`src/erx_pkg.sv`:
```
package erx_pkg;

   typedef logic [31:0] addr_t;                  // Mesh address
   typedef logic [31:0] data_t;                  // Mesh data word
   typedef logic [11:0] chip_id_t;               // Chip ID, addr[31:20]
   typedef logic [3:0]  reg_index_t;             // Register index, addr[5:2]

   // Link packet, 104 bits, write flag on top
   typedef struct packed {
      logic       write;                         // Write or read response
      logic [1:0] datamode;                      // Passed through untouched
      logic [4:0] ctrlmode;                      // Passed through untouched
      addr_t      dstaddr;
      data_t      data;                          // Write or response data
      addr_t      srcaddr;                       // Return address of a read
   } emesh_packet_t;

   // Static remap setup
   typedef struct packed {
      logic     mode;                            // 1 = static remap on
      chip_id_t sel;                             // Bits to replace
      chip_id_t pattern;                         // Replacement bits
   } remap_cfg_t;

   // Region codes in addr[19:16]
   localparam logic [3:0] reg_region_c = 4'hF;   // Local register space
   localparam logic [3:0] rr_region_c  = 4'hE;   // Read responses to us

   // Register map
   localparam reg_index_t reg_remap_mode_c    = 4'd0;
   localparam reg_index_t reg_remap_sel_c     = 4'd1;
   localparam reg_index_t reg_remap_pattern_c = 4'd2;
   localparam reg_index_t reg_idelay_lo_c     = 4'd3;
   localparam reg_index_t reg_idelay_hi_c     = 4'd4;   // Also loads taps
   localparam reg_index_t reg_mailbox_c       = 4'd5;   // Push remote, pop cfg read

endpackage

```
`src/erx_protocol.sv`:
```
`timescale 1ns/1ns
module erx_protocol #(
   parameter erx_pkg::chip_id_t ID = 12'h999
) (
   input  logic                   clk,
   input  logic                   rst_n,
   input  logic                   rx_access,
   input  erx_pkg::emesh_packet_t rx_packet,
   input  logic                   stall,
   output logic                   dec_access,
   output logic                   dec_rr,
   output erx_pkg::emesh_packet_t dec_packet
);
   import erx_pkg::*;

   logic is_rr;                                           // Response to this chip

   // Read response when addressed to our ID in the rr region
   assign is_rr = (rx_packet.dstaddr[31:20] == ID) &&
                  (rx_packet.dstaddr[19:16] == rr_region_c);

   always_ff @(posedge clk or negedge rst_n) begin
      if (!rst_n) begin
         dec_access <= 1'b0;
         dec_rr     <= 1'b0;
      end else if (!stall) begin                          // Whole pipe freezes
         dec_access <= rx_access;
         dec_rr     <= rx_access && is_rr;
      end
   end

   // Payload only
   always_ff @(posedge clk) begin
      if (!stall) begin
         dec_packet <= rx_packet;
      end
   end

endmodule

```
`src/erx_remap.sv`:
```
`timescale 1ns/1ns
module erx_remap (
   input  logic                   clk,
   input  logic                   rst_n,
   input  logic                   dec_access,
   input  logic                   dec_rr,
   input  erx_pkg::emesh_packet_t dec_packet,
   input  erx_pkg::remap_cfg_t    remap,
   input  logic                   stall,
   output logic                   exe_access,
   output logic                   exe_rr,
   output erx_pkg::emesh_packet_t exe_packet
);
   import erx_pkg::*;

   emesh_packet_t pkt_next;                               // Remapped packet

   always_comb begin
      pkt_next = dec_packet;
      if (remap.mode && !dec_rr) begin                    // Responses keep address
         pkt_next.dstaddr[31:20] = (dec_packet.dstaddr[31:20] & ~remap.sel) |
                                   (remap.pattern & remap.sel);
      end
   end

   always_ff @(posedge clk or negedge rst_n) begin
      if (!rst_n) begin
         exe_access <= 1'b0;
         exe_rr     <= 1'b0;
      end else if (!stall) begin
         exe_access <= dec_access;
         exe_rr     <= dec_rr;
      end
   end

   always_ff @(posedge clk) begin
      if (!stall) begin
         exe_packet <= pkt_next;                          // Hold on stall
      end
   end

endmodule

```
`src/erx_cfg.sv`:
```
`timescale 1ns/1ns
module erx_cfg #(
   parameter erx_pkg::chip_id_t ID = 12'h999
) (
   input  logic                   clk,
   input  logic                   rst_n,
   input  logic                   erx_cfg_access,
   input  erx_pkg::emesh_packet_t erx_cfg_packet,
   input  logic                   cfg_rsp_wait,
   input  erx_pkg::data_t         mb_head,
   output logic                   erx_cfg_wait,
   output erx_pkg::remap_cfg_t    remap,
   output logic [44:0]            idelay_value,
   output logic                   load_taps,
   output logic                   cfg_rsp_access,
   output erx_pkg::emesh_packet_t cfg_rsp_packet,
   output logic                   mb_pop
);
   import erx_pkg::*;

   reg_index_t  idx;                                      // Decoded register
   logic        cfg_wr;
   logic        cfg_rd;
   data_t       idelay_lo;
   logic [12:0] idelay_hi;
   data_t       rd_value;                                 // Readback mux

   assign idx    = erx_cfg_packet.dstaddr[5:2];
   assign cfg_wr = erx_cfg_access && !erx_cfg_wait && erx_cfg_packet.write &&
                   erx_cfg_packet.dstaddr[31:20] == ID &&
                   erx_cfg_packet.dstaddr[19:16] == reg_region_c;
   assign cfg_rd = erx_cfg_access && !erx_cfg_wait && !erx_cfg_packet.write &&
                   erx_cfg_packet.dstaddr[31:20] == ID &&
                   erx_cfg_packet.dstaddr[19:16] == reg_region_c;
   assign mb_pop       = cfg_rd && (idx == reg_mailbox_c); // Ignored by mailbox if empty
   assign erx_cfg_wait = cfg_rsp_access && cfg_rsp_wait;  // Pending, not granted
   assign idelay_value = {idelay_hi, idelay_lo};

   always_comb begin
      case (idx)
         reg_remap_mode_c:    rd_value = {31'd0, remap.mode};
         reg_remap_sel_c:     rd_value = {20'd0, remap.sel};
         reg_remap_pattern_c: rd_value = {20'd0, remap.pattern};
         reg_idelay_lo_c:     rd_value = idelay_lo;
         reg_idelay_hi_c:     rd_value = {19'd0, idelay_hi};
         reg_mailbox_c:       rd_value = mb_head;        // Zero when empty
         default:             rd_value = '0;
      endcase
   end

   always_ff @(posedge clk or negedge rst_n) begin
      if (!rst_n) begin
         remap          <= '0;
         idelay_lo      <= '0;
         idelay_hi      <= '0;
         load_taps      <= 1'b0;
         cfg_rsp_access <= 1'b0;
      end else begin
         load_taps <= cfg_wr && (idx == reg_idelay_hi_c); // One-cycle pulse
         if (cfg_wr && idx == reg_remap_mode_c)    remap.mode    <= erx_cfg_packet.data[0];
         if (cfg_wr && idx == reg_remap_sel_c)     remap.sel     <= erx_cfg_packet.data[11:0];
         if (cfg_wr && idx == reg_remap_pattern_c) remap.pattern <= erx_cfg_packet.data[11:0];
         if (cfg_wr && idx == reg_idelay_lo_c)     idelay_lo     <= erx_cfg_packet.data;
         if (cfg_wr && idx == reg_idelay_hi_c)     idelay_hi     <= erx_cfg_packet.data[12:0];
         if (cfg_rd) begin
            cfg_rsp_access <= 1'b1;
         end else if (!cfg_rsp_wait) begin                // Granted by arbiter
            cfg_rsp_access <= 1'b0;
         end
      end
   end

   // Response packet, addresses swapped
   always_ff @(posedge clk) begin
      if (cfg_rd) begin
         cfg_rsp_packet <= '{write: 1'b1, datamode: erx_cfg_packet.datamode,
                             ctrlmode: erx_cfg_packet.ctrlmode,
                             dstaddr: erx_cfg_packet.srcaddr, data: rd_value,
                             srcaddr: erx_cfg_packet.dstaddr};
      end
   end

endmodule

```
`src/erx_mailbox.sv`:
```
`timescale 1ns/1ns
module erx_mailbox #(
   parameter erx_pkg::chip_id_t ID       = 12'h999,
   parameter int                MB_DEPTH = 4
) (
   input  logic                   clk,
   input  logic                   rst_n,
   input  logic                   exe_access,
   input  erx_pkg::emesh_packet_t exe_packet,
   input  logic                   mb_pop,
   output erx_pkg::data_t         mb_head,
   output logic                   mailbox_full,
   output logic                   mailbox_not_empty
);
   import erx_pkg::*;

   localparam int ptr_bits_c = (MB_DEPTH > 1) ? $clog2(MB_DEPTH) : 1;
   localparam int cnt_bits_c = $clog2(MB_DEPTH + 1);

   typedef logic [ptr_bits_c-1:0] ptr_t;
   typedef logic [cnt_bits_c-1:0] count_t;

   data_t  mem [MB_DEPTH];                                // Word storage
   ptr_t   wr_ptr;
   ptr_t   rd_ptr;
   count_t count;                                         // Words held
   logic   push;
   logic   pop;

   // Circular increment, depth need not be a power of two
   function automatic ptr_t ptr_inc(input ptr_t p);
      return (p == ptr_t'(MB_DEPTH - 1)) ? '0 : p + 1'b1;
   endfunction

   assign push = exe_access && exe_packet.write && !mailbox_full &&
                 exe_packet.dstaddr[31:20] == ID &&
                 exe_packet.dstaddr[19:16] == reg_region_c &&
                 exe_packet.dstaddr[5:2] == reg_mailbox_c;   // Full drops it
   assign pop               = mb_pop && mailbox_not_empty;
   assign mailbox_full      = (count == count_t'(MB_DEPTH));
   assign mailbox_not_empty = (count != '0);
   assign mb_head           = mailbox_not_empty ? mem[rd_ptr] : '0;

   always_ff @(posedge clk or negedge rst_n) begin
      if (!rst_n) begin
         wr_ptr <= '0;
         rd_ptr <= '0;
         count  <= '0;
      end else begin
         if (push) wr_ptr <= ptr_inc(wr_ptr);
         if (pop)  rd_ptr <= ptr_inc(rd_ptr);
         count <= count + count_t'(push) - count_t'(pop);  // Both may happen
      end
   end

   always_ff @(posedge clk) begin
      if (push) mem[wr_ptr] <= exe_packet.data;
   end

endmodule

```
`src/erx_arbiter.sv`:
```
`timescale 1ns/1ns
module erx_arbiter (
   input  logic                   clk,
   input  logic                   rst_n,
   input  logic                   exe_access,
   input  logic                   exe_rr,
   input  erx_pkg::emesh_packet_t exe_packet,
   input  logic                   cfg_rsp_access,
   input  erx_pkg::emesh_packet_t cfg_rsp_packet,
   input  logic                   rxwr_wait,
   input  logic                   rxrd_wait,
   input  logic                   rxrr_wait,
   output logic                   stall,
   output logic                   rx_wr_wait,
   output logic                   rx_rd_wait,
   output logic                   cfg_rsp_wait,
   output logic                   rxwr_access,
   output erx_pkg::emesh_packet_t rxwr_packet,
   output logic                   rxrd_access,
   output erx_pkg::emesh_packet_t rxrd_packet,
   output logic                   rxrr_access,
   output erx_pkg::emesh_packet_t rxrr_packet
);
   import erx_pkg::*;

   localparam int port_wr_c = 0;
   localparam int port_rd_c = 1;
   localparam int port_rr_c = 2;

   logic          link_rr;                                // Link response wins rxrr
   logic [2:0]    out_wait;
   logic [2:0]    out_load;                               // New packet per port
   logic [2:0]    out_access;
   emesh_packet_t out_next [3];
   emesh_packet_t out_packet [3];

   assign stall        = rxwr_wait | rxrd_wait | rxrr_wait;
   assign rx_wr_wait   = stall;
   assign rx_rd_wait   = stall;
   assign link_rr      = exe_access && exe_rr;
   assign cfg_rsp_wait = stall || link_rr;                // Cfg loses to link

   assign out_wait = {rxrr_wait, rxrd_wait, rxwr_wait};
   assign out_load[port_wr_c] = !stall && exe_access && !exe_rr && exe_packet.write;
   assign out_load[port_rd_c] = !stall && exe_access && !exe_rr && !exe_packet.write;
   assign out_load[port_rr_c] = !stall && (link_rr || cfg_rsp_access);
   assign out_next[port_wr_c] = exe_packet;
   assign out_next[port_rd_c] = exe_packet;
   assign out_next[port_rr_c] = link_rr ? exe_packet : cfg_rsp_packet;

   // Free port clears its strobe unless reloaded, a waiting port holds
   always_ff @(posedge clk or negedge rst_n) begin
      if (!rst_n) begin
         out_access <= '0;
      end else begin
         for (int i = 0; i < 3; i++) begin
            if (!out_wait[i]) out_access[i] <= out_load[i];
         end
      end
   end

   always_ff @(posedge clk) begin
      for (int i = 0; i < 3; i++) begin
         if (out_load[i]) out_packet[i] <= out_next[i];   // Load implies no wait
      end
   end

   assign rxwr_access = out_access[port_wr_c];
   assign rxrd_access = out_access[port_rd_c];
   assign rxrr_access = out_access[port_rr_c];
   assign rxwr_packet = out_packet[port_wr_c];
   assign rxrd_packet = out_packet[port_rd_c];
   assign rxrr_packet = out_packet[port_rr_c];

endmodule

```
`src/erx_core.sv`:
```
`timescale 1ns/1ns
module erx_core #(
   parameter erx_pkg::chip_id_t ID       = 12'h999,
   parameter int                MB_DEPTH = 4
) (
   input  logic                   clk,
   input  logic                   rst_n,
   input  logic                   rx_access,
   input  erx_pkg::emesh_packet_t rx_packet,
   input  logic                   rx_burst,            // Bursts not handled
   output logic                   rx_rd_wait,
   output logic                   rx_wr_wait,
   input  logic                   erx_cfg_access,
   input  erx_pkg::emesh_packet_t erx_cfg_packet,
   output logic                   erx_cfg_wait,
   output logic                   rxwr_access,
   output erx_pkg::emesh_packet_t rxwr_packet,
   input  logic                   rxwr_wait,
   output logic                   rxrd_access,
   output erx_pkg::emesh_packet_t rxrd_packet,
   input  logic                   rxrd_wait,
   output logic                   rxrr_access,
   output erx_pkg::emesh_packet_t rxrr_packet,
   input  logic                   rxrr_wait,
   output logic [44:0]            idelay_value,
   output logic                   load_taps,
   output logic                   mailbox_full,
   output logic                   mailbox_not_empty
);
   import erx_pkg::*;

   logic          stall;                                  // Any output port waiting
   logic          dec_access;
   logic          dec_rr;
   emesh_packet_t dec_packet;
   logic          exe_access;
   logic          exe_rr;
   emesh_packet_t exe_packet;
   logic          exe_leave;                              // Execute hands off
   remap_cfg_t    remap;
   logic          cfg_rsp_access;
   emesh_packet_t cfg_rsp_packet;
   logic          cfg_rsp_wait;
   logic          mb_pop;
   data_t         mb_head;

   assign exe_leave = exe_access && !stall;               // Push once per packet

   erx_protocol #(.ID(ID)) erx_protocol (.*);
   erx_remap erx_remap (.*);
   erx_cfg #(.ID(ID)) erx_cfg (.*);
   erx_mailbox #(.ID(ID), .MB_DEPTH(MB_DEPTH)) erx_mailbox (.exe_access(exe_leave), .*);
   erx_arbiter erx_arbiter (.*);

endmodule

```
`config.mk`:
```
export PLATFORM = sky130hd
export DESIGN_NAME = erx_core
export DESIGN_NICKNAME = d
export VERILOG_FILES = /design/src/erx_pkg.sv /design/src/erx_protocol.sv /design/src/erx_remap.sv /design/src/erx_cfg.sv /design/src/erx_mailbox.sv /design/src/erx_arbiter.sv /design/src/erx_core.sv
export SDC_FILE = /design/constraint.sdc
export NUM_CORES = 1
export LEC_CHECK = 0
export BUFFER_PORTS_ARGS = -buffer_cell sky130_fd_sc_hd__buf_2
export CAP_MARGIN = 20
export CELL_PAD_IN_SITES_DETAIL_PLACEMENT = 1
export CELL_PAD_IN_SITES_GLOBAL_PLACEMENT = 2
export CORE_AREA = 2 2 344 346
export CTS_CLUSTER_DIAMETER = 120
export DETAILED_ROUTE_END_ITERATION = 10
export DIE_AREA = 0 0 346 348
export GPL_TIMING_DRIVEN = 0
export PLACE_DENSITY_LB_ADDON = 0.1
export SLEW_MARGIN = 30
export SYNTH_ARGS = -nofsm -noshare
export SYNTH_HDL_FRONTEND = slang
export SYNTH_SLANG_ARGS = --single-unit
```
`constraint.sdc`:
```
create_clock -name clk -period 67.4 [get_ports clk]
set_clock_uncertainty 0.15 [all_clocks]
set_input_delay 13.48 -clock clk [delete_from_list [all_inputs] [get_ports clk]]
set_output_delay 13.48 -clock clk [all_outputs]
set_load 0.01 [all_outputs]
```
### Word-level counts from Yosys, hierarchy flattened

Memory sizes are Yosys's and may differ from the RTL's.
Cells that the tools add are included.

* bits in registers: 397
* bits in latches: 0
* bits in writable memories: 440
* memory bits (read-only): 0
* input bits: 216
* output and inout port bits: 366
* word-level logic and storage cells: 122
* memories: 2

Memory list
* erx_arbiter.out_packet: words 3, width 104, read ports 3, clocked after Yosys merged registers in 0, write ports 2, RTL line erx_arbiter.sv:35 `emesh_packet_t out_packet [3];`
* erx_mailbox.mem: words 4, width 32, read ports 1, clocked after Yosys merged registers in 0, write ports 1, RTL line erx_mailbox.sv:23 `data_t mem [MB_DEPTH];`

* add/subtract/negate cells: 4
* multiply operators: 0
* div/mod/pow operators: 0
* order comparisons: 0
* equality and inequality tests: 16
* shift-type cells: 0
* muxes and demuxes: 19
* bitwise gates (word level): 6
* reductions and logical operators: 41

Operator list (number)
* 2-to-1 mux 104 bit: 2
* case mux 32 bit (6 select lines): 1
* OR reduction 104 bit: 1
* == test 12 bit (second input constant): 3
* 2-to-1 mux 32 bit: 1
* logical AND 1 bit: 29
* bitwise AND 12 bit: 2
* == test 4 x 3 -> 1 bit (second input constant): 3
* == test 4 bit (second input constant): 3
* 2-to-1 mux 12 bit: 1
* NOT 12 bit: 1
* bitwise OR 12 bit: 1
* 2-to-1 mux 1 bit: 11
* == test 4 x 2 -> 1 bit (second input constant): 2
* zero test 1 bit: 7
* 2-to-1 mux 2 bit: 3
* adder 2 x 1 -> 2 bit (second input constant): 2
* == test 2 bit (second input constant): 2
* == test 4 x 1 -> 1 bit (second input constant): 1
* zero test 4 bit: 1
* adder 3 x 1 -> 3 bit: 1
* == test 3 bit (second input constant): 1
* nonzero test 3 bit: 1
* subtractor 3 x 1 -> 3 bit: 1
* other kinds (3): 5

### Depth between registers and ports, before layout

Gate-level depths: netlist of run 1.

* depth in word-level cells: 12
* gate-level depth with buffers: 11
* mapped depth without buffers: 10

### Modules after synthesis

A second synthesis of run 1 with hierarchy kept.

* cells, all modules: 1309
* area total of the unflattened synthesis: 29650.9 µm²

By module, submodules not included
* erx_arbiter: times used 1, cells an instance 446, area an instance 10985.5 µm²
* erx_cfg: times used 1, cells an instance 361, area an instance 6558.8 µm²
* erx_mailbox: times used 1, cells an instance 249, area an instance 5355.1 µm²
* erx_remap: times used 1, cells an instance 135, area an instance 3480.8 µm²
* erx_protocol: times used 1, cells an instance 117, area an instance 3256.9 µm²
* erx_core: times used 1, cells an instance 1, area an instance 13.8 µm²

### Worst setup path before layout of run 1

Ideal clock, no wire load.

* path type: in2out
* start point: input port rxrd_wait
* end point: output port rx_wr_wait
* data arrival time: 31741 ps
* data required time: 53770 ps
* slack: 22029 ps
* stages on the path: 3
* path buffers: 1
* cell sequence: nor3_1 -> inv_1 -> buf_4

* longest elaborated chain between the ends: 2

Ends and longest elaborated chain
* from (decl): RTL line erx_core.sv:21 `input logic rxrd_wait,`
* bitwise OR 1 bit (2 in series): RTL line erx_arbiter.sv:37 `assign stall = rxwr_wait | rxrd_wait | rxrr_wait;`
* to (decl): RTL line erx_core.sv:12 `output logic rx_wr_wait,`

No other way between the ends.

### Worst setup path in the final report of run 1

Same ends and word-level chain as after synthesis.

==> out/metrics.cfg, run 1 <==
[status]
outcome = complete, no violations

[clock_tree]
cts-resized-gates = 0
clk_latency_ns = 0.67
cts_setup_buffers = 0
max-clock-path-buffers = 3
cts_root_buffer = clkbuf_16
clk_pin_slew_ns = 0.06
ctsHoldBuffers = 0
htree_levels = 3
cts_tree = done
numClockSinks = 837
cts_buffers = 97

[placement]
hpwl_um = 66700
dpl.cell_count = 3450
gp_congestion = 0.742
numPortBuffers = 580
placed_area_mm2 = 0.0347

[logic_synthesis]
syn-num-nets = 1491
synth-main-ff-cell = edfxtp_1
syn_avg_cell_area_um2 = 22.9
synth.cell_area_mm2 = 0.0290
async_reset_ff_share_pct = 10.3
synth_edf_count = 751
synth-seq-area-share_pct = 85.1
synthCells = 1267
synth_cell_types = 46
ys_ff_latch = 837
ys_warn_count = 0

[finish]
final_nets = 2237
mostFrequentLayoutCell = edfxtp_1
final_cells = 3637
layout-drive-gt1-share_pct = 49.7
synthToLayoutAreaGrowth_pct = 30.1
mostFrequentLayoutCells = edfxtp_1 (751), buf_2 (581), mux2_2 (168)
finalInstanceArea_mm2 = 0.0378

[sta]
maxSlewViolCount = 0
period_needed_ns = 28.74
setup_violations = 0
fin_setup_tns_ns = 0
hold_ws_ns = 0.257
fin_crit_sh_pct = 42.6
fmax_mhz = 34.8
slew_headroom_pct = 36.7
hold_viol = 0
tightest_slew_ns = 0.950
rsz0062_at_grt = no

[drt]
dr_total_vias = 15000
viasPerCell = 4.13
wl_per_cell_um = 25.1
drc = 0
wl_um = 91400
ant_nets = 0
first_iter_violations = 877
drtPass1Iterations = 6

[power_and_ir_drop]
power_density_mw_per_mm2 = 29.1
p_total_mw = 1.10
leakage_nw = 14.2
peakVddDrop_v = 0.0000214

[floorplanning]
rows = 126
start_util_pct = 24.8
die_h_um = 348
die-width_um = 346
core_area_mm2 = 0.117
io_pins = 582
die_area_mm2 = 0.120

[critical_path]
cp_data_required_time_ns = 53.77
worstSetupPathType = in2out
endpoint_kind = output port
crit_path_start = rxrd_wait
path_max_fanout = 10
startpoint_type = input port
arrival_ns = 15.11
r2r-start = erx_remap.exe_access

[global_route]
grt_usage_pct = 15.0
grt_overflow = 0
grt_pass1_wl_um = 129000
grt_pass1_vias = 16300
grt_max_degree = 58
antenna_found_initial = 20

[run]
maxCapViolCount = 0

[min_path]
hp-class = reg2reg
hold_path_startpoint = erx_protocol.dec_packet[23]

-- area by class of cell --
type                       count  area [µm²]
antenna                       12        30.0
buffer                        39         203
clock buffer                 137        2690
clock inverter                38         377
fill                       11900       79200
inverter                       8        30.0
multi-input combinational    383        4160
sequential                   837       24700
tap                         1536        1920
timing repair buffer         647        3670
-- state kept, by name, indices dropped and copies added, names as in the netlist --
name and flops:
erx_mailbox.mem 128, erx_cfg.remap 25, erx_cfg.cfg_rsp_access 1, erx_protocol.dec_access 1, erx_remap.exe_access 1, erx_cfg.load_taps 1, erx_cfg.idelay_hi 13, erx_mailbox.count 3
erx_cfg.idelay_lo 32, erx_mailbox.rd_ptr 2, erx_remap.exe_packet 104, erx_arbiter.out_access 3, erx_cfg.cfg_rsp_packet 103, erx_mailbox.wr_ptr 2, erx_arbiter.out_packet 312, erx_protocol.dec_packet 104
erx_remap.exe_rr 1, erx_protocol.dec_rr 1
-- per-layer routing --
metal	GRT usage [%]	routed length, µm
met1	18.7	37900
met2	24.8	44300
met3	4.88	7060
met4	4.38	2060
met5	0	63
-- per-stage QoR --
step                      util, %  worst slack, ns
after floorplan                 -            22.03
after global placement       28.9             8.33
after detailed placement     29.6            38.64
after CTS                    32.3            38.63
after global routing         32.3            38.54
final                        32.3            38.66
-- path summary, 6_finish.rpt --
kind	end	cells past startpoint	slack [ns]
min reg2reg	erx_remap.exe_packet[23]	0	0.26
max in group asynchronous	erx_cfg.idelay_lo[21]	2	53.79
max	rx_wr_wait	8	38.66
min in group asynchronous	erx_cfg.idelay_hi[6]	1	12.65
min	erx_remap.exe_packet[23]	0	0.26
max reg2reg	erx_mailbox.count[2]	10	63.77
-- report_power, final --
part	leakage [nW]	switching [mW]	internal, mW	total [mW]
Combinational	4.61	0.0113	0.00775	0.0191
Clock	1.50	0.214	0.294	0.509
Sequential	8.06	0.00220	0.568	0.570
Total	14.2	0.228	0.870	1.10
-- critical path, cell delays in order --
cell and delay (ns):
buf_2 0.13, nor3_2 0.37, buf_4 0.27, buf_6 0.16, buf_4 0.19, inv_1 0.19
buf_4 0.19, buf_2 0.13
-- logic make-up after synthesis --
family	after synthesis	share of synthesized area, %
DFF	837	85.1
muxes	222	10.1
and+or+nand+nor	112	2.34
buffers and inverters	47	0.784
AOI/OAI and AO/OA	39	1.26
adders and majority gates	8	0.371
xor gates and xnor gates	2	0.0603
-- synthesized netlist by cell type (2+ instances only) --
cell      count  area share [%]
a21o_1        2           0.052
a222oi_1     12            0.41
a22o_1       20            0.60
and2_1        5            0.11
and2_2        2           0.052
and4b_1       4            0.14
buf_2         2           0.034
buf_6         6            0.23
clkbuf_1     30            0.39
dfrtp_1      86             7.4
edfxtp_1    751              78
ha_1          7            0.30
inv_1         8            0.10
mux2_2      168             6.5
mux2_4       21             1.1
mux4_2       32             2.5
nand2_1      48            0.62
nand2b_1      2           0.043
nand3_1      13            0.22
nand4_1       3           0.065
nand4_2       2           0.086
nand4_4       2            0.15
nand4b_1      2           0.060
nor2_1        4           0.052
nor2b_1       2           0.043
nor3_1        3           0.052
nor4_1        2           0.043
nor4b_1       2           0.060
nor4bb_1      8            0.28
xnor2_1       2           0.060
Power figures use the tool's default switching activity.
==> inputs of run 2 (changes only) <==
Clock period 67.4 ns to 23.8 ns, I/O delays scaled along.
==> run 2 against run 1 <==
  * Final area rose by 0.27%
  * First-iteration DRC count down 19%
  * Critical path depth is 1 higher
  * Global-route usage down 0.22 points
  * Setup slack got worse by 26 ns
  * Sequential power increased to 2.8 times the previous value
  * Hold slack got worse by 0.0048 ns
  * Largest cell class unchanged
==> out/metrics.cfg, run 2 (same netlist as run 1, synthesis figures left out) <==
[sta]
maxSlewViolCount = 0  ; unchanged
timing.final.ws_setup_ns = 12.29  ; -26.36 ns
slew_headroom_pct = 37.3  ; +0.64 points
hold_viol = 0  ; unchanged
fin_crit_sh_pct = 48.3
fmax_mhz = 86.9
hold_ws_ns = 0.252  ; -0.00477 ns
tightest_slew_ns = 0.940  ; -0.00958 ns
setup_violations = 0  ; unchanged
rsz0062_at_grt = no
fin_setup_tns_ns = 0  ; unchanged
period_needed_ns = 11.51

[placement]
hpwl_um = 66000  ; -1.1%
gp_congestion = 0.739  ; -0.36%
pre_cts_ws_ns = 12.21  ; -26.43 ns
placed_area_mm2 = 0.0346  ; -0.12%
dpl.cell_count = 3438  ; -0.35%
numPortBuffers = 580  ; unchanged

[global_route]
grt_use_met2_pct = 24.9  ; +0.033 points
grt_pass1_wl_um = 126000  ; -1.8%
grt_usage_pct = 14.8  ; -0.22 points
grt_max_degree = 51  ; -12%
grt_util_met1_pct = 17.8  ; -0.89 points
met3_usage_pct = 5.21  ; +0.34 points
top_usage_layer = met2
antenna_found_initial = 18  ; -10%
grt_pass1_vias = 16300  ; +0.17%
grt_overflow = 0  ; unchanged

[critical_path]
cp_data_required_time_ns = 18.89  ; -34.88 ns
path_max_fanout = 15  ; +5
arrival_ns = 6.60  ; -8.51 ns
path_buf_inv = 8  ; +1
max_stage_delay_ns = 0.41  ; +0.04 ns
r2r_end = erx_mailbox.count[2]
cpMostUsedCell = buf_6
r2r_cells = 10  ; unchanged
worstSetupPathType = in2out
crit_slowest_cell = nor3_4
reg2reg_slack_ns = 20.20  ; -43.57 ns
endpoint_kind = output port
path_cells = buf_2, nor3_4, buf_6, buf_6, buf_6, buf_6, inv_1, buf_4, buf_2
r2r-start = erx_remap.exe_access
cp_top_family = buffers and inverters
startpoint_type = input port

[min_path]
min_delay_worst_endpoint = erx_remap.exe_packet[80]
hp-class = reg2reg
min_path_cells = 0  ; unchanged
hold_path_startpoint = erx_protocol.dec_packet[80]

[floorplanning]
die-width_um = 346  ; unchanged
die_h_um = 348  ; unchanged
core_area_mm2 = 0.117  ; unchanged
rows = 126  ; unchanged
start_util_pct = 24.8  ; unchanged
io_pins = 582  ; unchanged
die_area_mm2 = 0.120  ; unchanged

[finish]
mostFrequentLayoutCell = edfxtp_1
final_cells = 3624  ; -0.36%
synthToLayoutAreaGrowth_pct = 30.5
reg_top3 = erx_arbiter.out_packet x312, erx_mailbox.mem x128
mostFrequentLayoutCells = edfxtp_1 (751), buf_2 (581), mux2_2 (168)
fillers = 11900  ; -0.084%
largest_reg_flops = 312  ; unchanged
layout-drive-gt1-share_pct = 49.5  ; -0.17 points
final_nets = 2224  ; -0.58%
finalInstanceArea_mm2 = 0.0379  ; +0.27%
regMostFlops = erx_arbiter.out_packet
post-route-util_pct = 32.4  ; +0.088 points
seqCellArea_mm2 = 0.0247  ; unchanged
multi_input_area_mm2 = 0.00416  ; +0.15%

[power_and_ir_drop]
p_total_mw = 3.17  ; +190%
peakVddDrop_v = 0.0000528  ; +150%
power_density_mw_per_mm2 = 83.7  ; +190%
leakage_nw = 14.2  ; about the same

[clock_tree]
cts_root_buffer = clkbuf_16
cts_setup_buffers = 0  ; unchanged
clk_pin_slew_ns = 0.06  ; about the same
ctsHoldBuffers = 0  ; unchanged
max-clock-path-buffers = 3  ; unchanged
clk_latency_ns = 0.68  ; about the same
cts_tree = done
cts-resized-gates = 0  ; unchanged
numClockSinks = 837  ; unchanged
cts_buffers = 96  ; -1.0%
htree_levels = 3  ; unchanged

[drt]
dr_total_vias = 15000  ; -0.49%
drtPass1Iterations = 5  ; -1
ant_nets = 0  ; unchanged
first_iter_violations = 710  ; -19%
wl_um = 89800  ; -1.7%
viasPerCell = 4.13  ; -0.13%
wl_per_cell_um = 24.8  ; -1.4%
drc = 0  ; unchanged

[run]
maxCapViolCount = 0  ; unchanged

[status]
outcome = complete, no violations

[run 2: worst reg2reg max path, stage by stage (launching register included)]
cell and delay, ns:
dfrtp_1 0.47, a2111o_1 0.55, a211oi_4 0.63, and4b_1 0.48
ha_1 0.28, inv_1 0.05, ha_1 0.13, inv_1 0.05
fa_1 0.41, xnor2_1 0.19, xnor2_1 0.13
[run 2: power by group]
part / switching, mW / total (mW) / internal [mW]
logic: 0.0325 / 0.0545 / 0.0220
clock network: 0.616 / 1.50 / 0.887
registers: 0.00648 / 1.61 / 1.61
total: 0.655 / 3.17 / 2.52
[run 2: final cells by class]
type	instances	area share, %
Buffer	39	0.538
Clock buffer	125	6.76
Inverter	8	0.0793
Multi-Input combinational cell	383	11.0
Sequential cell	837	65.2
Antenna cell	4	0.0264
Timing Repair Buffer	635	9.57
Clock inverter	57	1.75
Tap cell	1536	5.07
[run 2: routing by layer]
| metal | share of wire [%] | vias up |
|---|---|---|
| li1 | - | 6606 |
| met1 | 41 | 7694 |
| met2 | 49 | 505 |
| met3 | 7.5 | 138 |
| met4 | 2.4 | 16 |
| met5 | 0.13 | - |
[run 2: worst max path at each step]
stage              start                             end  slack (ns)  cells past startpoint
2_1_floorplan  rxrd_wait  erx_arbiter.out_packet[0][104]        1.50                      3
3_3_place_gp   rxwr_wait  erx_arbiter.out_packet[0][149]      -14.84                      4
4_1_cts        rxrd_wait                      rx_wr_wait       12.22                      9
3_5_place_dp   rxrd_wait                      rx_wr_wait       12.21                      9
6_report       rxrd_wait                      rx_wr_wait       12.29                      9
5_1_grt        rxrd_wait                      rx_wr_wait       12.13                      9
